## src/source/mem_cfg_pkg.sv

```systemverilog
package mem_cfg_pkg;

	// bus widths shared by both masters and the sram
	localparam int ADDR_LEN = 32;
	localparam int DATA_LEN = 32;
	// one strobe bit per byte lane
	localparam int STRB_LEN = DATA_LEN / 8;

	// response code on r and b
	typedef enum logic [1:0] {
		RESP_OKAY   = 2'b00,
		// address beyond the array
		RESP_SLVERR = 2'b10
	} resp_e;

	// current owner of the shared slave
	typedef enum logic [1:0] {
		GNT_NONE = 2'd0,
		GNT_DWR  = 2'd1,
		GNT_DRD  = 2'd2,
		GNT_IRD  = 2'd3
	} grant_e;

endpackage

```

## src/source/mem_bus_pkg.sv

```systemverilog
package mem_bus_pkg;

	// read address channel
	typedef struct packed {
		logic [mem_cfg_pkg::ADDR_LEN - 1:0] addr;
	} ar_t;

	// read data channel
	typedef struct packed {
		logic [mem_cfg_pkg::DATA_LEN - 1:0] data;
		// slverr comes back with zero data
		mem_cfg_pkg::resp_e resp;
	} r_t;

	// write address channel
	typedef struct packed {
		logic [mem_cfg_pkg::ADDR_LEN - 1:0] addr;
	} aw_t;

	// write data channel
	typedef struct packed {
		logic [mem_cfg_pkg::DATA_LEN - 1:0] data;
		// bit n enables byte lane n
		logic [mem_cfg_pkg::STRB_LEN - 1:0] strb;
	} w_t;

	// write response channel
	typedef struct packed {
		mem_cfg_pkg::resp_e resp;
	} b_t;

endpackage

```

## src/source/axi_arbiter.sv

```systemverilog
`timescale 1ns/1ps

module axi_arbiter (
	input							clk				,
	input							rst_i			,
	// instruction fetch master, read only
	input	mem_bus_pkg::ar_t		inst_ar_i		,
	input							inst_ar_valid_i	,
	output	logic					inst_ar_ready_o	,
	output	mem_bus_pkg::r_t		inst_r_o		,
	output	logic					inst_r_valid_o	,
	input							inst_r_ready_i	,
	// load/store master
	input	mem_bus_pkg::ar_t		data_ar_i		,
	input							data_ar_valid_i	,
	output	logic					data_ar_ready_o	,
	output	mem_bus_pkg::r_t		data_r_o		,
	output	logic					data_r_valid_o	,
	input							data_r_ready_i	,
	input	mem_bus_pkg::aw_t		data_aw_i		,
	input							data_aw_valid_i	,
	output	logic					data_aw_ready_o	,
	input	mem_bus_pkg::w_t		data_w_i		,
	input							data_w_valid_i	,
	output	logic					data_w_ready_o	,
	output	mem_bus_pkg::b_t		data_b_o		,
	output	logic					data_b_valid_o	,
	input							data_b_ready_i	,
	// shared slave
	output	mem_bus_pkg::ar_t		slv_ar_o		,
	output	logic					slv_ar_valid_o	,
	input							slv_ar_ready_i	,
	input	mem_bus_pkg::r_t		slv_r_i			,
	input							slv_r_valid_i	,
	output	logic					slv_r_ready_o	,
	output	mem_bus_pkg::aw_t		slv_aw_o		,
	output	logic					slv_aw_valid_o	,
	input							slv_aw_ready_i	,
	output	mem_bus_pkg::w_t		slv_w_o			,
	output	logic					slv_w_valid_o	,
	input							slv_w_ready_i	,
	input	mem_bus_pkg::b_t		slv_b_i			,
	input							slv_b_valid_i	,
	output	logic					slv_b_ready_o
);

	mem_cfg_pkg::grant_e	grant_q;
	mem_cfg_pkg::grant_e	grant_d;

	// grant update
	always_comb begin
		grant_d = grant_q;
		case (grant_q)
			mem_cfg_pkg::GNT_NONE: begin
				// fixed priority, write needs aw and w together
				if (data_aw_valid_i && data_w_valid_i) begin
					grant_d = mem_cfg_pkg::GNT_DWR;
				end else if (data_ar_valid_i) begin
					grant_d = mem_cfg_pkg::GNT_DRD;
				end else if (inst_ar_valid_i) begin
					grant_d = mem_cfg_pkg::GNT_IRD;
				end
			end
			mem_cfg_pkg::GNT_DWR: begin
				// free on b handshake
				if (slv_b_valid_i && slv_b_ready_o) begin
					grant_d = mem_cfg_pkg::GNT_NONE;
				end
			end
			default: begin
				// both read owners free on r handshake
				if (slv_r_valid_i && slv_r_ready_o) begin
					grant_d = mem_cfg_pkg::GNT_NONE;
				end
			end
		endcase
	end

	always_ff @(posedge clk) begin
		if (rst_i) begin
			grant_q <= mem_cfg_pkg::GNT_NONE;
		end else begin
			grant_q <= grant_d;
		end
	end

	// channel routing
	always_comb begin
		// payloads go everywhere, only the valids qualify them
		slv_ar_o = (grant_q == mem_cfg_pkg::GNT_IRD) ? inst_ar_i : data_ar_i;
		slv_aw_o = data_aw_i;
		slv_w_o  = data_w_i;
		inst_r_o = slv_r_i;
		data_r_o = slv_r_i;
		data_b_o = slv_b_i;
		// losers see everything low
		slv_ar_valid_o  = 1'b0;
		slv_r_ready_o   = 1'b0;
		slv_aw_valid_o  = 1'b0;
		slv_w_valid_o   = 1'b0;
		slv_b_ready_o   = 1'b0;
		inst_ar_ready_o = 1'b0;
		inst_r_valid_o  = 1'b0;
		data_ar_ready_o = 1'b0;
		data_r_valid_o  = 1'b0;
		data_aw_ready_o = 1'b0;
		data_w_ready_o  = 1'b0;
		data_b_valid_o  = 1'b0;
		case (grant_q)
			mem_cfg_pkg::GNT_DWR: begin
				slv_aw_valid_o  = data_aw_valid_i;
				slv_w_valid_o   = data_w_valid_i;
				data_aw_ready_o = slv_aw_ready_i;
				data_w_ready_o  = slv_w_ready_i;
				data_b_valid_o  = slv_b_valid_i;
				slv_b_ready_o   = data_b_ready_i;
			end
			mem_cfg_pkg::GNT_DRD: begin
				slv_ar_valid_o  = data_ar_valid_i;
				data_ar_ready_o = slv_ar_ready_i;
				data_r_valid_o  = slv_r_valid_i;
				slv_r_ready_o   = data_r_ready_i;
			end
			mem_cfg_pkg::GNT_IRD: begin
				slv_ar_valid_o  = inst_ar_valid_i;
				inst_ar_ready_o = slv_ar_ready_i;
				inst_r_valid_o  = slv_r_valid_i;
				slv_r_ready_o   = inst_r_ready_i;
			end
			default: begin
				// idle, nothing routed
			end
		endcase
	end

endmodule

```

## config.mk

```make
export PLATFORM = sky130hd
export DESIGN_NAME = axi_arbiter
export DESIGN_NICKNAME = d
export VERILOG_FILES = /design/src/source/mem_cfg_pkg.sv /design/src/source/mem_bus_pkg.sv /design/src/source/axi_arbiter.sv
export SDC_FILE = /design/constraint.sdc
export NUM_CORES = 1
export LEC_CHECK = 0
export ABC_AREA = 1
export BUFFER_PORTS_ARGS = -buffer_cell sky130_fd_sc_hd__buf_2
export CAP_MARGIN = 20
export CORE_AREA = 2 2 141 143
export CTS_BUF_LIST = sky130_fd_sc_hd__clkbuf_16
export DETAILED_ROUTE_END_ITERATION = 12
export DIE_AREA = 0 0 143 145
export HOLD_SLACK_MARGIN = 0.1
export PLACE_DENSITY = 0.44
export SETUP_SLACK_MARGIN = 0.1
export SKIP_LAST_GASP = 1
export SYNTH_ARGS = -nofsm -noshare
export SYNTH_HDL_FRONTEND = slang
export SYNTH_SLANG_ARGS = --single-unit
export TNS_END_PERCENT = 100
```

## constraint.sdc

```tcl
create_clock -name clk -period 3.6 [get_ports clk]
set_input_delay 1.08 -clock clk [delete_from_list [all_inputs] [get_ports clk]]
set_output_delay 1.08 -clock clk [all_outputs]
set_load 0.03 [all_outputs]
```

Word level (Yosys, flattened, before mapping)
Cells that the tools add are included.
- bits in read-only memories: 0
- bits in latches: 0
- input port bits: 182
- bits in registers: 2
- memories kept: 0
- word-level logic and storage cells: 31
- output and inout bits: 182
- bits in writable memories: 0
- muxes and demuxes: 19
- reductions and logical operators: 6
- multipliers: 0
- $add $sub $neg: 0
- bitwise operators: 0
- shifts and indexed selects: 0
- magnitude comparators: 0
- eq/ne operators: 5
- div/mod/pow operators: 0
- operators by type and width (kind ; count):
    2-to-1 mux 32 bit ; 1
    2-to-1 mux 1 bit ; 10
    2-to-1 mux 2 bit ; 5
    equality test 2 bit, second input constant ; 2
    != test 4 bit, second input constant ; 1
    case mux 1 bit (2 select lines) ; 2
    case mux 2 bit (2 select lines) ; 1
    logical AND 1 bit ; 3
    AND reduction 3 bit ; 1
    nonzero test 3 bit ; 1
    equality test 2 x 1 -> 1 bit, second input constant ; 1
    logical NOT 2 bit ; 1
    != test 2 bit, second input constant ; 1

Logic depth before layout (Yosys ltp)
- word-level depth: 5
- mapped depth: 8
- depth with buffers taken out: 8

Least setup slack after synthesis
Ideal clock, no wire load.
- kind: input port to output port
- from: in slv_ar_ready_i
- to: out data_ar_ready_o
- data required time: 2.520 ns
- cell stages on the path: 2
- path slack: 0.992 ns
- arrival time: 1.528 ns
- cells stage by stage: inv_1 -> nor2_1
- word-level cells in the longest chain between the ends: 1
- ends and longest elaborated chain (element ; line ; RTL):
    start: declaration ; axi_arbiter.sv:32 ; input slv_ar_ready_i ,
    2-to-1 mux 1 bit ; axi_arbiter.sv:109 ; case (grant_q)
    end: declaration ; axi_arbiter.sv:16 ; output logic data_ar_ready_o ,
Every way passes these cells.

==> qor.txt <==
CP Class: flop to output port
MaxCap Viol Count: 0
Placeable core area: 19200 sq um
Worst-path clk slew: 0.03 ns
Finished Core Util: 0.0841
TritonCTS clock tree: done
Syn Nets: 408
Biggest regs: grant_q: 2 flops
Crit path cell chain: nand2_2 > mux2_2 > buf_2
# hold bufs at CTS: 0
Worst clock skew: 0.000446 ns
Most flop-heavy register: grant_q
Final setup TNS: 0 ns
Crit path time final: 2.95 ns
Clk sink count: 2
Cell Area, Placed: 1540 sq um
Die outline width: 143 microns
Cell row count: 51
Most common cell after layout, fill and taps aside: buf_2
FF/Latch Area: 40.0 sq um
Max IR drop VDD: 0.000109 V
Final Setup Violations: 0
Largest net degree at the start of global routing: 35
Post-Synthesis Cell Area: 1690 sq um
Area leader, netlist: buf_4
Cell count after synthesis: 226
Postcts setup bufs: 0
Root buffer cell: clkbuf_16
Clock Path Buffers: 2
Final Max Tran Viols: 0
Buffers on Ports: 121
Total track usage: 0.0478
DIE AREA: 20700 sq um
Top Metal Used: met4
First-pass DRT Iterations: 2
Post-synth cell types: 11
M1 WL: 1170 microns
DRC: 0
CP Launch Type: flop
Switching power: 335 uW
# nets final: 392
Die Y: 145 microns
Hold Crit Class: flop to flop
CTS resizes: 0
Avg Inst Size Synth: 7.46 sq um
Setup crit end kind: output port
Comb power frac: 0.681
RD Place Congestion: 0.562
Routed vias/inst: 2.54
Worst-Skew Late Latency: 0.22 ns
Vias in the first global route: 1188
Worst stage delay on the critical path: 0.51 ns
Max_slew headroom: 0.489
Crit path required time: 2.52 ns
Period utilization: 0.818
Overflow after GRT: 0
Clock network fraction of total power: 0.244
Htree depth: 1
Switching share of power: 0.498
CP max FO: 34
Worst EP arrival: 1.87 ns
Pint: 339 uW
Sequential power share: 0.075
PD cells: 417 nW/um^2
CTS buffer count: 3
Fraction of layout instances using a drive strength above 1: 0.755
Filler cells: 2248
Worst slew pin tran: 0.763 ns
Unrepaired setup endpoints after global routing: no
Final Hold Fails: 0
Max FFs per register: 2
Highest Clock Rate: 339 MHz
Met3 wire length: 1250 microns
Outcome: finished clean
Initial Utilization: 0.0877
Largest cells by area after synthesis: buf_4 62%, mux2_2 21%, nand2_1 3.1%
Area occupied by multi-input gates: 512 sq um
FF+latch count, synth: 2
Routed length per instance: 11.5 microns
I/O Pins: 364
Seq/Total Area, Yosys: 0.0238
Final instance area: 1620 sq um
Leakage power total: 0.000831 uW
Final WL: 5470 microns
Crit-path slowest cell: nand2_2
Pwr Total: 674 uW
Met2 routed WL: 2570 microns
Via count: 1205
Antenna viol nets, final: 0
Area share of the largest cell type after synthesis: 0.619
Starting DRT DRC Count: 21
Yosys warnings: 0
Hpwl dp: 4930 microns
Area growth syn-to-layout: -4.16%
Most frequent cells in the layout: 121 x buf_2, 32 x mux2_2, 14 x nand2_1, 14 x nor2_1, 13 x inv_1
Initial antenna violation count: 1
First-pass GRT wire length: 6800 microns
-- final timing paths --
kind	start	to	slack (ns)	cells past startpoint
worst max register to register	grant_q[0]$_SDFFE_PP0P_	grant_q[0]$_SDFFE_PP0P_	2.27	7
worst max-delay path	grant_q[1]$_SDFFE_PP0P_	slv_ar_o[26]	0.65	3
worst min register to register	grant_q[0]$_SDFFE_PP0P_	grant_q[0]$_SDFFE_PP0P_	0.59	2
worst min-delay path	grant_q[0]$_SDFFE_PP0P_	grant_q[0]$_SDFFE_PP0P_	0.59	2
-- power by group through the flow --
stage,Sequential (uW),Clock (uW),Combinational (uW)
2_1_floorplan,39.1,0,640
3_3_place_gp,51.6,0,463
3_5_place_dp,51.8,0,465
4_1_cts,51.5,169,466
5_1_grt,53.9,172,495
6_report,50.8,164,459
-- stage by stage --
stage	setup WS (ns)	hold WS, ns	instances
after floorplan	0.992	0.539	226
after global placement	0.847	0.588	470
after detailed placement	0.825	0.587	470
after CTS	0.603	0.589	473
after global routing	0.492	0.640	473
final	0.654	0.592	474
-- cell type report --
type,count,area share
repair buffers,121,0.375
multi-input cells,69,0.317
well taps,265,0.205
clock buffers,3,0.0465
inverters,13,0.0302
flip-flops and latches,2,0.0248
diodes,1,0.00155
-- cells in the mapped netlist --
master and instances:
a21oi_1 1, nand3_1 6, dfxtp_1 2, nor2_1 14, buf_4 139, nand2_2 1, inv_1 13, mux2_2 32
clkbuf_8 3, o21ai_0 1, nand2_1 14
-- worst max-delay path: cells and delay by family (launching register included) --
kind | cells | cell delay, ns
flops | 1 | 0.48
buf+inv | 1 | 0.18
simple gates | 1 | 0.51
mux | 1 | 0.47
-- cells by family after synthesis --
group / share of synthesized area
AOI/OAI and AO/OA: 0.00593
and+or+nand+nor: 0.0839
buffers and inverters: 0.673
DFF: 0.0238
muxes: 0.214
-- routing by layer --
| layer | global-route usage | vias up |
|---|---|---|
| met4 | 0.0515 | 0 |
| met3 | 0.0442 | 55 |
| met5 | 0 | - |
| met1 | 0.0228 | 442 |
| met2 | 0.0830 | 179 |
| li1 | - | 529 |
No activity file was read; power rests on OpenSTA's default activity.
