`src/source/mem_cfg_pkg.sv`:
```
package mem_cfg_pkg;

	// bus widths shared by both masters and the sram
	localparam int ADDR_LEN = 32;
	localparam int DATA_LEN = 32;
	// one strobe bit per byte lane
	localparam int STRB_LEN = DATA_LEN / 8;

	// response code on r and b
	typedef enum logic [1:0] {
		RESP_OKAY   = 2'b00,
		// address beyond the array
		RESP_SLVERR = 2'b10
	} resp_e;

	// current owner of the shared slave
	typedef enum logic [1:0] {
		GNT_NONE = 2'd0,
		GNT_DWR  = 2'd1,
		GNT_DRD  = 2'd2,
		GNT_IRD  = 2'd3
	} grant_e;

endpackage

```
`src/source/mem_bus_pkg.sv`:
```
package mem_bus_pkg;

	// read address channel
	typedef struct packed {
		logic [mem_cfg_pkg::ADDR_LEN - 1:0] addr;
	} ar_t;

	// read data channel
	typedef struct packed {
		logic [mem_cfg_pkg::DATA_LEN - 1:0] data;
		// slverr comes back with zero data
		mem_cfg_pkg::resp_e resp;
	} r_t;

	// write address channel
	typedef struct packed {
		logic [mem_cfg_pkg::ADDR_LEN - 1:0] addr;
	} aw_t;

	// write data channel
	typedef struct packed {
		logic [mem_cfg_pkg::DATA_LEN - 1:0] data;
		// bit n enables byte lane n
		logic [mem_cfg_pkg::STRB_LEN - 1:0] strb;
	} w_t;

	// write response channel
	typedef struct packed {
		mem_cfg_pkg::resp_e resp;
	} b_t;

endpackage

```
`src/source/sram_ctrl.sv`:
```
`timescale 1ns/1ps

module sram_ctrl #(
	parameter int	MEM_WORDS	= 1024,
	localparam int	IDX_LEN		= $clog2(MEM_WORDS)
) (
	input													clk			,
	input													rst_i		,
	// axi-lite slave
	input	mem_bus_pkg::ar_t								ar_i		,
	input													ar_valid_i	,
	output	logic											ar_ready_o	,
	output	mem_bus_pkg::r_t								r_o			,
	output	logic											r_valid_o	,
	input													r_ready_i	,
	input	mem_bus_pkg::aw_t								aw_i		,
	input													aw_valid_i	,
	output	logic											aw_ready_o	,
	input	mem_bus_pkg::w_t								w_i			,
	input													w_valid_i	,
	output	logic											w_ready_o	,
	output	mem_bus_pkg::b_t								b_o			,
	output	logic											b_valid_o	,
	input													b_ready_i	,
	// array port
	output	logic											mem_ren_o	,
	output	logic	[IDX_LEN - 1:0]							mem_raddr_o	,
	input			[mem_cfg_pkg::DATA_LEN - 1:0]			mem_rdata_i	,
	output	logic											mem_wen_o	,
	output	logic	[IDX_LEN - 1:0]							mem_waddr_o	,
	output	logic	[mem_cfg_pkg::DATA_LEN - 1:0]			mem_wdata_o	,
	output	logic	[mem_cfg_pkg::STRB_LEN - 1:0]			mem_wstrb_o
);

	// byte offset bits dropped for the word index
	localparam int	OFF_LEN		= $clog2(mem_cfg_pkg::STRB_LEN);
	localparam int	WORD_LEN	= mem_cfg_pkg::ADDR_LEN - OFF_LEN;

	typedef enum logic [1:0] {
		ST_IDLE,
		ST_RD_ISSUE,
		ST_RD_RESP,
		ST_WR_RESP
	} state_e;

	state_e									state_q;
	logic									err_q;
	logic									wen_q;
	logic	[IDX_LEN - 1:0]					raddr_q;
	logic	[IDX_LEN - 1:0]					waddr_q;
	logic	[mem_cfg_pkg::DATA_LEN - 1:0]	wdata_q;
	logic	[mem_cfg_pkg::STRB_LEN - 1:0]	wstrb_q;
	logic	[WORD_LEN - 1:0]				ar_word;
	logic	[WORD_LEN - 1:0]				aw_word;
	logic									ar_in_range;
	logic									aw_in_range;
	logic									wr_take;
	logic									rd_take;

	// byte address to word index, range check on the full index
	assign ar_word     = ar_i.addr[mem_cfg_pkg::ADDR_LEN - 1:OFF_LEN];
	assign aw_word     = aw_i.addr[mem_cfg_pkg::ADDR_LEN - 1:OFF_LEN];
	assign ar_in_range = ar_word < WORD_LEN'(MEM_WORDS);
	assign aw_in_range = aw_word < WORD_LEN'(MEM_WORDS);

	// write wins if both show up in idle
	assign wr_take    = (state_q == ST_IDLE) && aw_valid_i && w_valid_i;
	assign rd_take    = (state_q == ST_IDLE) && ar_valid_i && !(aw_valid_i && w_valid_i);
	assign aw_ready_o = wr_take;
	assign w_ready_o  = wr_take;
	assign ar_ready_o = rd_take;

	// out of range never reaches the array
	assign mem_ren_o   = (state_q == ST_RD_ISSUE) && !err_q;
	assign mem_raddr_o = raddr_q;
	assign mem_wen_o   = wen_q;
	assign mem_waddr_o = waddr_q;
	assign mem_wdata_o = wdata_q;
	assign mem_wstrb_o = wstrb_q;

	// responses, stable while held in the resp states
	assign r_valid_o = state_q == ST_RD_RESP;
	assign r_o.data  = err_q ? '0 : mem_rdata_i;
	assign r_o.resp  = err_q ? mem_cfg_pkg::RESP_SLVERR : mem_cfg_pkg::RESP_OKAY;
	assign b_valid_o = state_q == ST_WR_RESP;
	assign b_o.resp  = err_q ? mem_cfg_pkg::RESP_SLVERR : mem_cfg_pkg::RESP_OKAY;

	always_ff @(posedge clk) begin
		if (rst_i) begin
			state_q <= ST_IDLE;
			wen_q   <= 1'b0;
		end else begin
			// write strobe is a single pulse
			wen_q <= wr_take && aw_in_range;
			case (state_q)
				ST_IDLE: begin
					if (wr_take) begin
						state_q <= ST_WR_RESP;
					end else if (rd_take) begin
						state_q <= ST_RD_ISSUE;
					end
				end
				// array read in flight
				ST_RD_ISSUE: state_q <= ST_RD_RESP;
				ST_RD_RESP: begin
					if (r_ready_i) begin
						state_q <= ST_IDLE;
					end
				end
				ST_WR_RESP: begin
					if (b_ready_i) begin
						state_q <= ST_IDLE;
					end
				end
				default: state_q <= ST_IDLE;
			endcase
		end
	end

	// request capture
	always_ff @(posedge clk) begin
		if (rd_take) begin
			raddr_q <= ar_word[IDX_LEN - 1:0];
			err_q   <= !ar_in_range;
		end
		if (wr_take) begin
			waddr_q <= aw_word[IDX_LEN - 1:0];
			wdata_q <= w_i.data;
			wstrb_q <= w_i.strb;
			err_q   <= !aw_in_range;
		end
	end

endmodule
```
`config.mk`:
```
export PLATFORM = sky130hd
export DESIGN_NAME = sram_ctrl
export DESIGN_NICKNAME = d
export VERILOG_FILES = /design/src/source/mem_cfg_pkg.sv /design/src/source/mem_bus_pkg.sv /design/src/source/sram_ctrl.sv
export SDC_FILE = /design/constraint.sdc
export NUM_CORES = 1
export LEC_CHECK = 0
export ABC_AREA = 1
export BUFFER_PORTS_ARGS = -buffer_cell sky130_fd_sc_hd__buf_2
export CAP_MARGIN = 20
export CORE_AREA = 2 2 91 93
export CTS_BUF_LIST = sky130_fd_sc_hd__clkbuf_4
export DETAILED_ROUTE_END_ITERATION = 10
export DIE_AREA = 0 0 93 95
export GPL_ROUTABILITY_DRIVEN = 1
export PLACE_DENSITY = 0.69
export SLEW_MARGIN = 15
export SYNTH_ARGS = -nofsm -noshare
export SYNTH_HDL_FRONTEND = slang
export SYNTH_SLANG_ARGS = --single-unit
```
`constraint.sdc`:
```
create_clock -name clk -period 4.8 [get_ports clk]
set_input_delay 0.72 -clock clk [delete_from_list [all_inputs] [get_ports clk]]
set_output_delay 0.72 -clock clk [all_outputs]
set_load 0.02 [all_outputs]
```
Word level (Yosys, flattened, before mapping). Index checks and enable logic that the tools add are counted.

Flip-flop bits (word level): 60. Logic and storage cells: 38. Input bits: 139. Output and inout bits: 99.

Reduce and logical (&&, ||, !) cells: 14. Muxes and demuxes: 9. Eq/ne operators: 6. Order comparisons: 2.

Operators by type and width (count): $lt A30 B11 Y1 const B (2); $mux W32 (1); $mux W2 (5); $pmux W2 S4 (1); $logic_and A1 B1 Y1 (7); $eq A2 B2 Y1 const B (2); $logic_not A1 Y1 (4); $ne A2 B1 Y1 const B (2); $ne A3 B3 Y1 const B (1); $reduce_and A3 Y1 (1); $eq A2 B1 Y1 const B (1); $logic_not A2 Y1 (1); $mux W1 (2); $reduce_bool A2 Y1 (1).

Depth between registers and ports, before layout. Gate-level depths: netlist of run 1.

Word-level depth: 6. Mapped depth: 7. Gate-level depth less buffers: 7.

Worst setup path before layout of run 1. Ideal clock, no wire load.

Path kind: in2out. Start point: in aw_valid_i. End point: out w_ready_o. Buffers on the path: 1. Slack: 0.632 ns. Arrival time: 3.448 ns. Stages on the path: 3. Data required time: 4.080 ns. Path through: nand2_1 nor2_1 buf_4.

Longest elaborated chain between the ends: 2.

Ends and longest elaborated chain: start: declaration (RTL line sram_ctrl.sv:17) `input aw_valid_i ,`; $logic_and A1 B1 Y1 (2 in series) (RTL line sram_ctrl.sv:67) `assign wr_take = (state_q == ST_IDLE) && aw_valid_i && w_valid_i;`; end: declaration (RTL line sram_ctrl.sv:21) `output logic w_ready_o ,`.

Every way passes these cells.

==> flow_summary.ini, run 1 <==
[route]
routed_wl_um = 6320
drt_iter0_drc = 36
top_layer_used = met4
post_drt_via_cell_ratio = 3.93
dr.pass1.iters = 3
wl_met1_um = 2420
vias = 2132
post-route-drc-count = 0
wl_per_cell_um = 11.6
ant_nets = 0
wl_met2_um = 3360
wl_met3_um = 439

[synthesis]
syn_avg_cell_area_um2 = 11.7
syn_inst = 198
yosys.cell_types.count = 15
seq_area_frac_synth_pct = 76.2
syn_area_mm2 = 0.00233
yosys_warnings = 0
synth-seq-cells = 60

[power]
p_leak_nw = 1.95
power_switching_uw = 270
seqPwrFrac_pct = 55.6
switching_share_pct = 24.5
p_int_uw = 832
power_per_cell_area_mw_per_mm2 = 297
p_total_mw = 1.10
ir_drop_mv = 0.128
combPwrFrac_pct = 14.6
clock_power_share_pct = 29.8

[clocking]
clk_pin_slew_ns = 0.10
root_buffer = clkbuf_4
cts_made_buffers = 9
cts.sinks = 60
cts_tree = done
cts.repair.resized = 0
cts_setup_buffers = 0
hold_buffers = 0
clockBufferDepth = 2
clkLatencyLatePin_ns = 0.38
htree_levels = 3

[timing]
slew_violations = 0
finClkSkew_ns = 0.00998
rsz0062_at_grt = no
final_hold_viol_count = 0
slew_headroom_pct = 34.9
setup_viol = 0
fin_setup_tns_ns = 0
maxClockFrequency_mhz = 405
period_share_pct = 51.5
finalCriticalPeriod_ns = 2.47
holdWs_ns = 0.503
tightest_slew_ns = 0.976

[finish]
area_delta_synth_final_pct = 59.6
nFillCells = 775
drive_above_1_share_pct = 56.8
fin_nets = 573
instances_no_fill = 543
multi_input_area_um2 = 359
regArea_mm2 = 0.00177
diodes = 0
fin_area_mm2 = 0.00371

[floorplanning]
die_y_um = 95
start_util_pct = 29.3
ios = 238
core_area_mm2 = 0.00793
dieWidth_um = 93
die_area_mm2 = 0.00884
rows = 33

[global_route]
grt_pass1_vias = 1905
grt_pass1_wl_um = 8890
track_usage_pct = 13.5
grt-ovfl-total = 0
grt_max_degree = 36
antenna_found_initial = 0

[critical_path]
required_ns = 4.08
crit_path_end_kind = output port
cp_data_arrival_time_ns = 1.75
r2r_cells = 8
r2r-end = err_q
worst-path-max-fanout = 35
critPathKind = reg2out
start_kind = register
timing.rr.start = state_q[1]
r2r_slack_ns = 2.97

[worst_hold_path]
min_delay_worst_endpoint = mem_waddr_o[7]
hold_class = in2reg
worstHoldPathCells = 1
hold_path_startpoint = aw_i[9]

[place]
portBuffers = 231
dp.cells = 528
globalplace.congestion = 0.748
dpl.hpwl_um = 5230
dpl_cell_area_mm2 = 0.00358

[flow_run]
drv_cap = 0

[run_status]
status = completed
==> cell families after synthesis <==
logic type / share of synthesized area (%)
AND/OR/NAND/NOR: 14.0
flip-flops: 76.2
buffers and inverters: 8.88
AO/OA/AOI/OAI: 0.807
other: 0.161
==> flip-flops by register name (all words and copies together), names as in the netlist <==
name and cells:
mem_wdata_o 32, mem_waddr_o 10, state_q 2, mem_raddr_o 10
mem_wen_o 1, mem_wstrb_o 4, err_q 1
==> routing by layer <==
layer  GRT usage, %  vias to the layer above
met5              0                        -
met4           7.23                        0
met3           3.43                        9
met2           23.4                      103
met1           15.3                      936
li1               -                     1084
==> power groups by stage <==
stage          sequential (mW)  combinational (mW)  clock, mW
2_1_floorplan            0.659              0.0416          0
3_3_place_gp             0.625               0.159          0
3_5_place_dp             0.626               0.163          0
4_1_cts                  0.614               0.163      0.346
5_1_grt                  0.616               0.177      0.365
6_report                 0.614               0.160      0.329
==> layout make-up <==
class                   count  share of cell area, %
clock buffers              10                   2.02
flip-flops and latches     60                   47.7
multi-input cells          90                   9.67
clock inverters             5                   1.45
inverters                  40                   4.04
repair buffers            233                   31.5
well taps                 105                   3.54
==> through the flow <==
stage	util (%)	setup WS, ns
global placement	45.2	2.43
detailed placement	45.2	2.36
finish	46.8	2.33
floorplan	-	0.632
global route	46.8	2.17
CTS	46.8	2.31
==> synthesized netlist by cell type, drive strengths merged <==
cell,number,area [µm²]
nand3,2,10.0
conb,1,3.75
edfxtp,57,1710
nor2,64,243
inv,40,150
clkbuf,1,3.75
o21ai,1,5.00
a31oi,1,6.26
nand2,18,67.6
buf,8,52.6
dfxtp,3,60.1
nor3,1,5.00
o21bai,1,7.51
==> cells in the final DEF, fill, tap and decap left out <==
cell,n
o21ai_0,1
nand2_1,18
o21bai_1,1
inv_1,40
nor2_1,62
dfxtp_1,3
buf_2,231
clkbuf_4,10
clkinv_2,1
edfxtp_1,57
nand3_1,2
buf_4,2
bufinv_16,1
clkinv_1,1
conb_1,2
nor2_4,1
clkinvlp_4,2
nor2_2,1
a31oi_1,1
nor3_1,1
==> worst max-delay path by stage <==
stage	from	to	slack [ns]	cells after the start
CTS	err_q	r_o[4]	2.31	2
floorplan	aw_valid_i	w_ready_o	0.63	3
global route	err_q	r_o[4]	2.17	2
detailed placement	aw_valid_i	w_ready_o	2.36	4
global placement	aw_valid_i	aw_ready_o	2.43	4
finish	err_q	r_o[4]	2.33	2
==> critical path, stage by stage, from the launching register on <==
cell	delay [ns]
edfxtp_1	1.00
nor2_1	0.16
buf_2	0.21
Power figures use the tool's default switching activity.
==> run 2: changes to the inputs <==
==> constraint.sdc (replaced) <==
create_clock -name clk -period 2.3 [get_ports clk]
set_input_delay 0.345 -clock clk [delete_from_list [all_inputs] [get_ports clk]]
set_output_delay 0.345 -clock clk [all_outputs]
set_load 0.02 [all_outputs]
==> run 2 against run 1 <==
Clock skew grew 0.0090 ns; sequential share of layout area shrank 0.76 points; highest routed layer unchanged; critical path type unchanged; critical path depth grew 2; global-route usage grew 0.16 points; critical endpoint is now w_ready_o; setup slack lost 1.9 ns; via count grew 0.66%; combinational power grew 110%; cell count grew 0.74%; utilization grew 0.76 points; clock power grew to 2.6 times the previous value; register-to-register slack lost 2.2 ns; worst hold slack lost 0.38 ns.
==> flow_summary.ini, run 2 (same netlist as run 1, synthesis figures left out) <==
[global_route]
grtUsageMet1_pct = 15.4
gr-usage-met3_pct = 2.55
grt_max_degree = 35
grt-ovfl-total = 0
grt_pass1_vias = 1951
grt_pass1_wl_um = 8910
antenna_found_initial = 0
track_usage_pct = 13.7
grt.busiest_layer = met2
use_met2_pct = 24.6

[timing]
final_hold_viol_count = 0
rsz0062_at_grt = no
setup_viol = 0
slew_violations = 0
maxClockFrequency_mhz = 543
fin_setup_tns_ns = 0
finalCriticalPeriod_ns = 1.84
period_share_pct = 80.1
fin_ws_ns = 0.459
finClkSkew_ns = 0.0190

[critical_path]
crit_slowest_cell = dfxtp_1
start_kind = register
slowest_delay_ns = 0.34
path_buf_inv = 2
cp_data_arrival_time_ns = 1.50
path_cells = inv_1, nand2_1, nor2_4, buf_2
worst-path-max-fanout = 14
required_ns = 1.96
critPathKind = reg2out
critPathTopFamily = simple AND/OR/NAND/NOR gates
r2r_slack_ns = 0.75
crit_path_end_kind = output port

[finish]
layout_commonest_cell = buf_2
largest_reg_flops = 32
diodes = 0
drive_above_1_share_pct = 57.5
fin_nets = 576
final_cell_mix = buf_2 (231), nor2_1 (62), edfxtp_1 (57)
nFillCells = 785
area_delta_synth_final_pct = 62.2

[clocking]
cts.repair.resized = 0
cts_setup_buffers = 0
root_buffer = clkbuf_4
hold_buffers = 0
cts.sinks = 60
cts_made_buffers = 9
clockBufferDepth = 2
cts_tree = done
clkLatencyLatePin_ns = 0.39
clk_pin_slew_ns = 0.12
htree_levels = 3

[floorplanning]
ios = 238
die_y_um = 95
core_area_mm2 = 0.00793
dieWidth_um = 93
rows = 33
start_util_pct = 29.3
die_area_mm2 = 0.00884

[power]
power_per_cell_area_mw_per_mm2 = 653
ir_drop_mv = 0.257
p_leak_nw = 1.99
p_total_mw = 2.46

[route]
dr.pass1.iters = 4
post_drt_via_cell_ratio = 3.92
wl_per_cell_um = 11.8
routed_wl_um = 6440
ant_nets = 0
vias = 2146
drt_iter0_drc = 73
post-route-drc-count = 0

[place]
dpl.hpwl_um = 5410
portBuffers = 231
globalplace.congestion = 0.739
pre_cts_ws_ns = 0.687

[worst_hold_path]
hold_class = in2reg

[flow_run]
drv_cap = 0

[run_status]
status = completed
run 2: cell types whose count changed in the layout (fill, tap and decap cells not counted), sizes merged:
cell / delta
clkinvlp: -1
inv: +1
clkbuf: -1
buf: +3
bufinv: +1
clkinv: +1
run 2: worst paths after layout:
| check | to | cells after the start | from |
|---|---|---|---|
| worst max-delay path | w_ready_o | 4 | state_q[1] |
| worst min-delay path | mem_wdata_o[2] | 1 | w_i[6] |
| worst max register to register | mem_wstrb_o[0] | 4 | state_q[1] |
| worst min register to register | state_q[1] | 3 | state_q[0] |
run 2: per-layer routing:
layer	share of wire, %	vias up
li1	-	1092
met1	37	939
met2	54	107
met3	6.7	8
met4	1.6	0
met5	0	-
run 2: area by class of cell:
cell class                      count  area, µm²  area share (%)
Sequential cell                    60       1770            47.0
Timing Repair Buffer              236       1190            31.6
Multi-Input combinational cell     90        359            9.52
Inverter                           40        150            3.98
Tap cell                          105        131            3.48
Clock inverter                      7       98.8            2.62
Clock buffer                        9       67.6            1.79
run 2: power by group:
group / total, mW / internal [mW] / switching [mW] / leakage (nW)
combinational: 0.340 / 0.143 / 0.196 / 1.35
sequential: 1.28 / 1.26 / 0.0151 / 0.550
clock: 0.845 / 0.446 / 0.399 / 0.0865
total: 2.46 / 1.85 / 0.611 / 1.99
run 2: worst register-to-register path, delay by kind of cell, from the launching register on:
family | cells | cell delay, ns
buffers and inverters | 2 | 0.47
AND/OR/NAND/NOR | 2 | 0.43
flip-flops | 1 | 0.34
run 2: metrics by stage:
stage | hold WS, ns | instance area, µm² | instances | utilization [%]
6_report | 0.118 | 3770 | 547 | 47.6
5_1_grt | 0.0723 | 3770 | 547 | 47.6
4_1_cts | 0.0790 | 3770 | 547 | 47.6
3_5_place_dp | 0.523 | 3610 | 531 | 45.5
3_3_place_gp | 0.522 | 3610 | 531 | 45.5
2_1_floorplan | 0.414 | 2340 | 199 | -
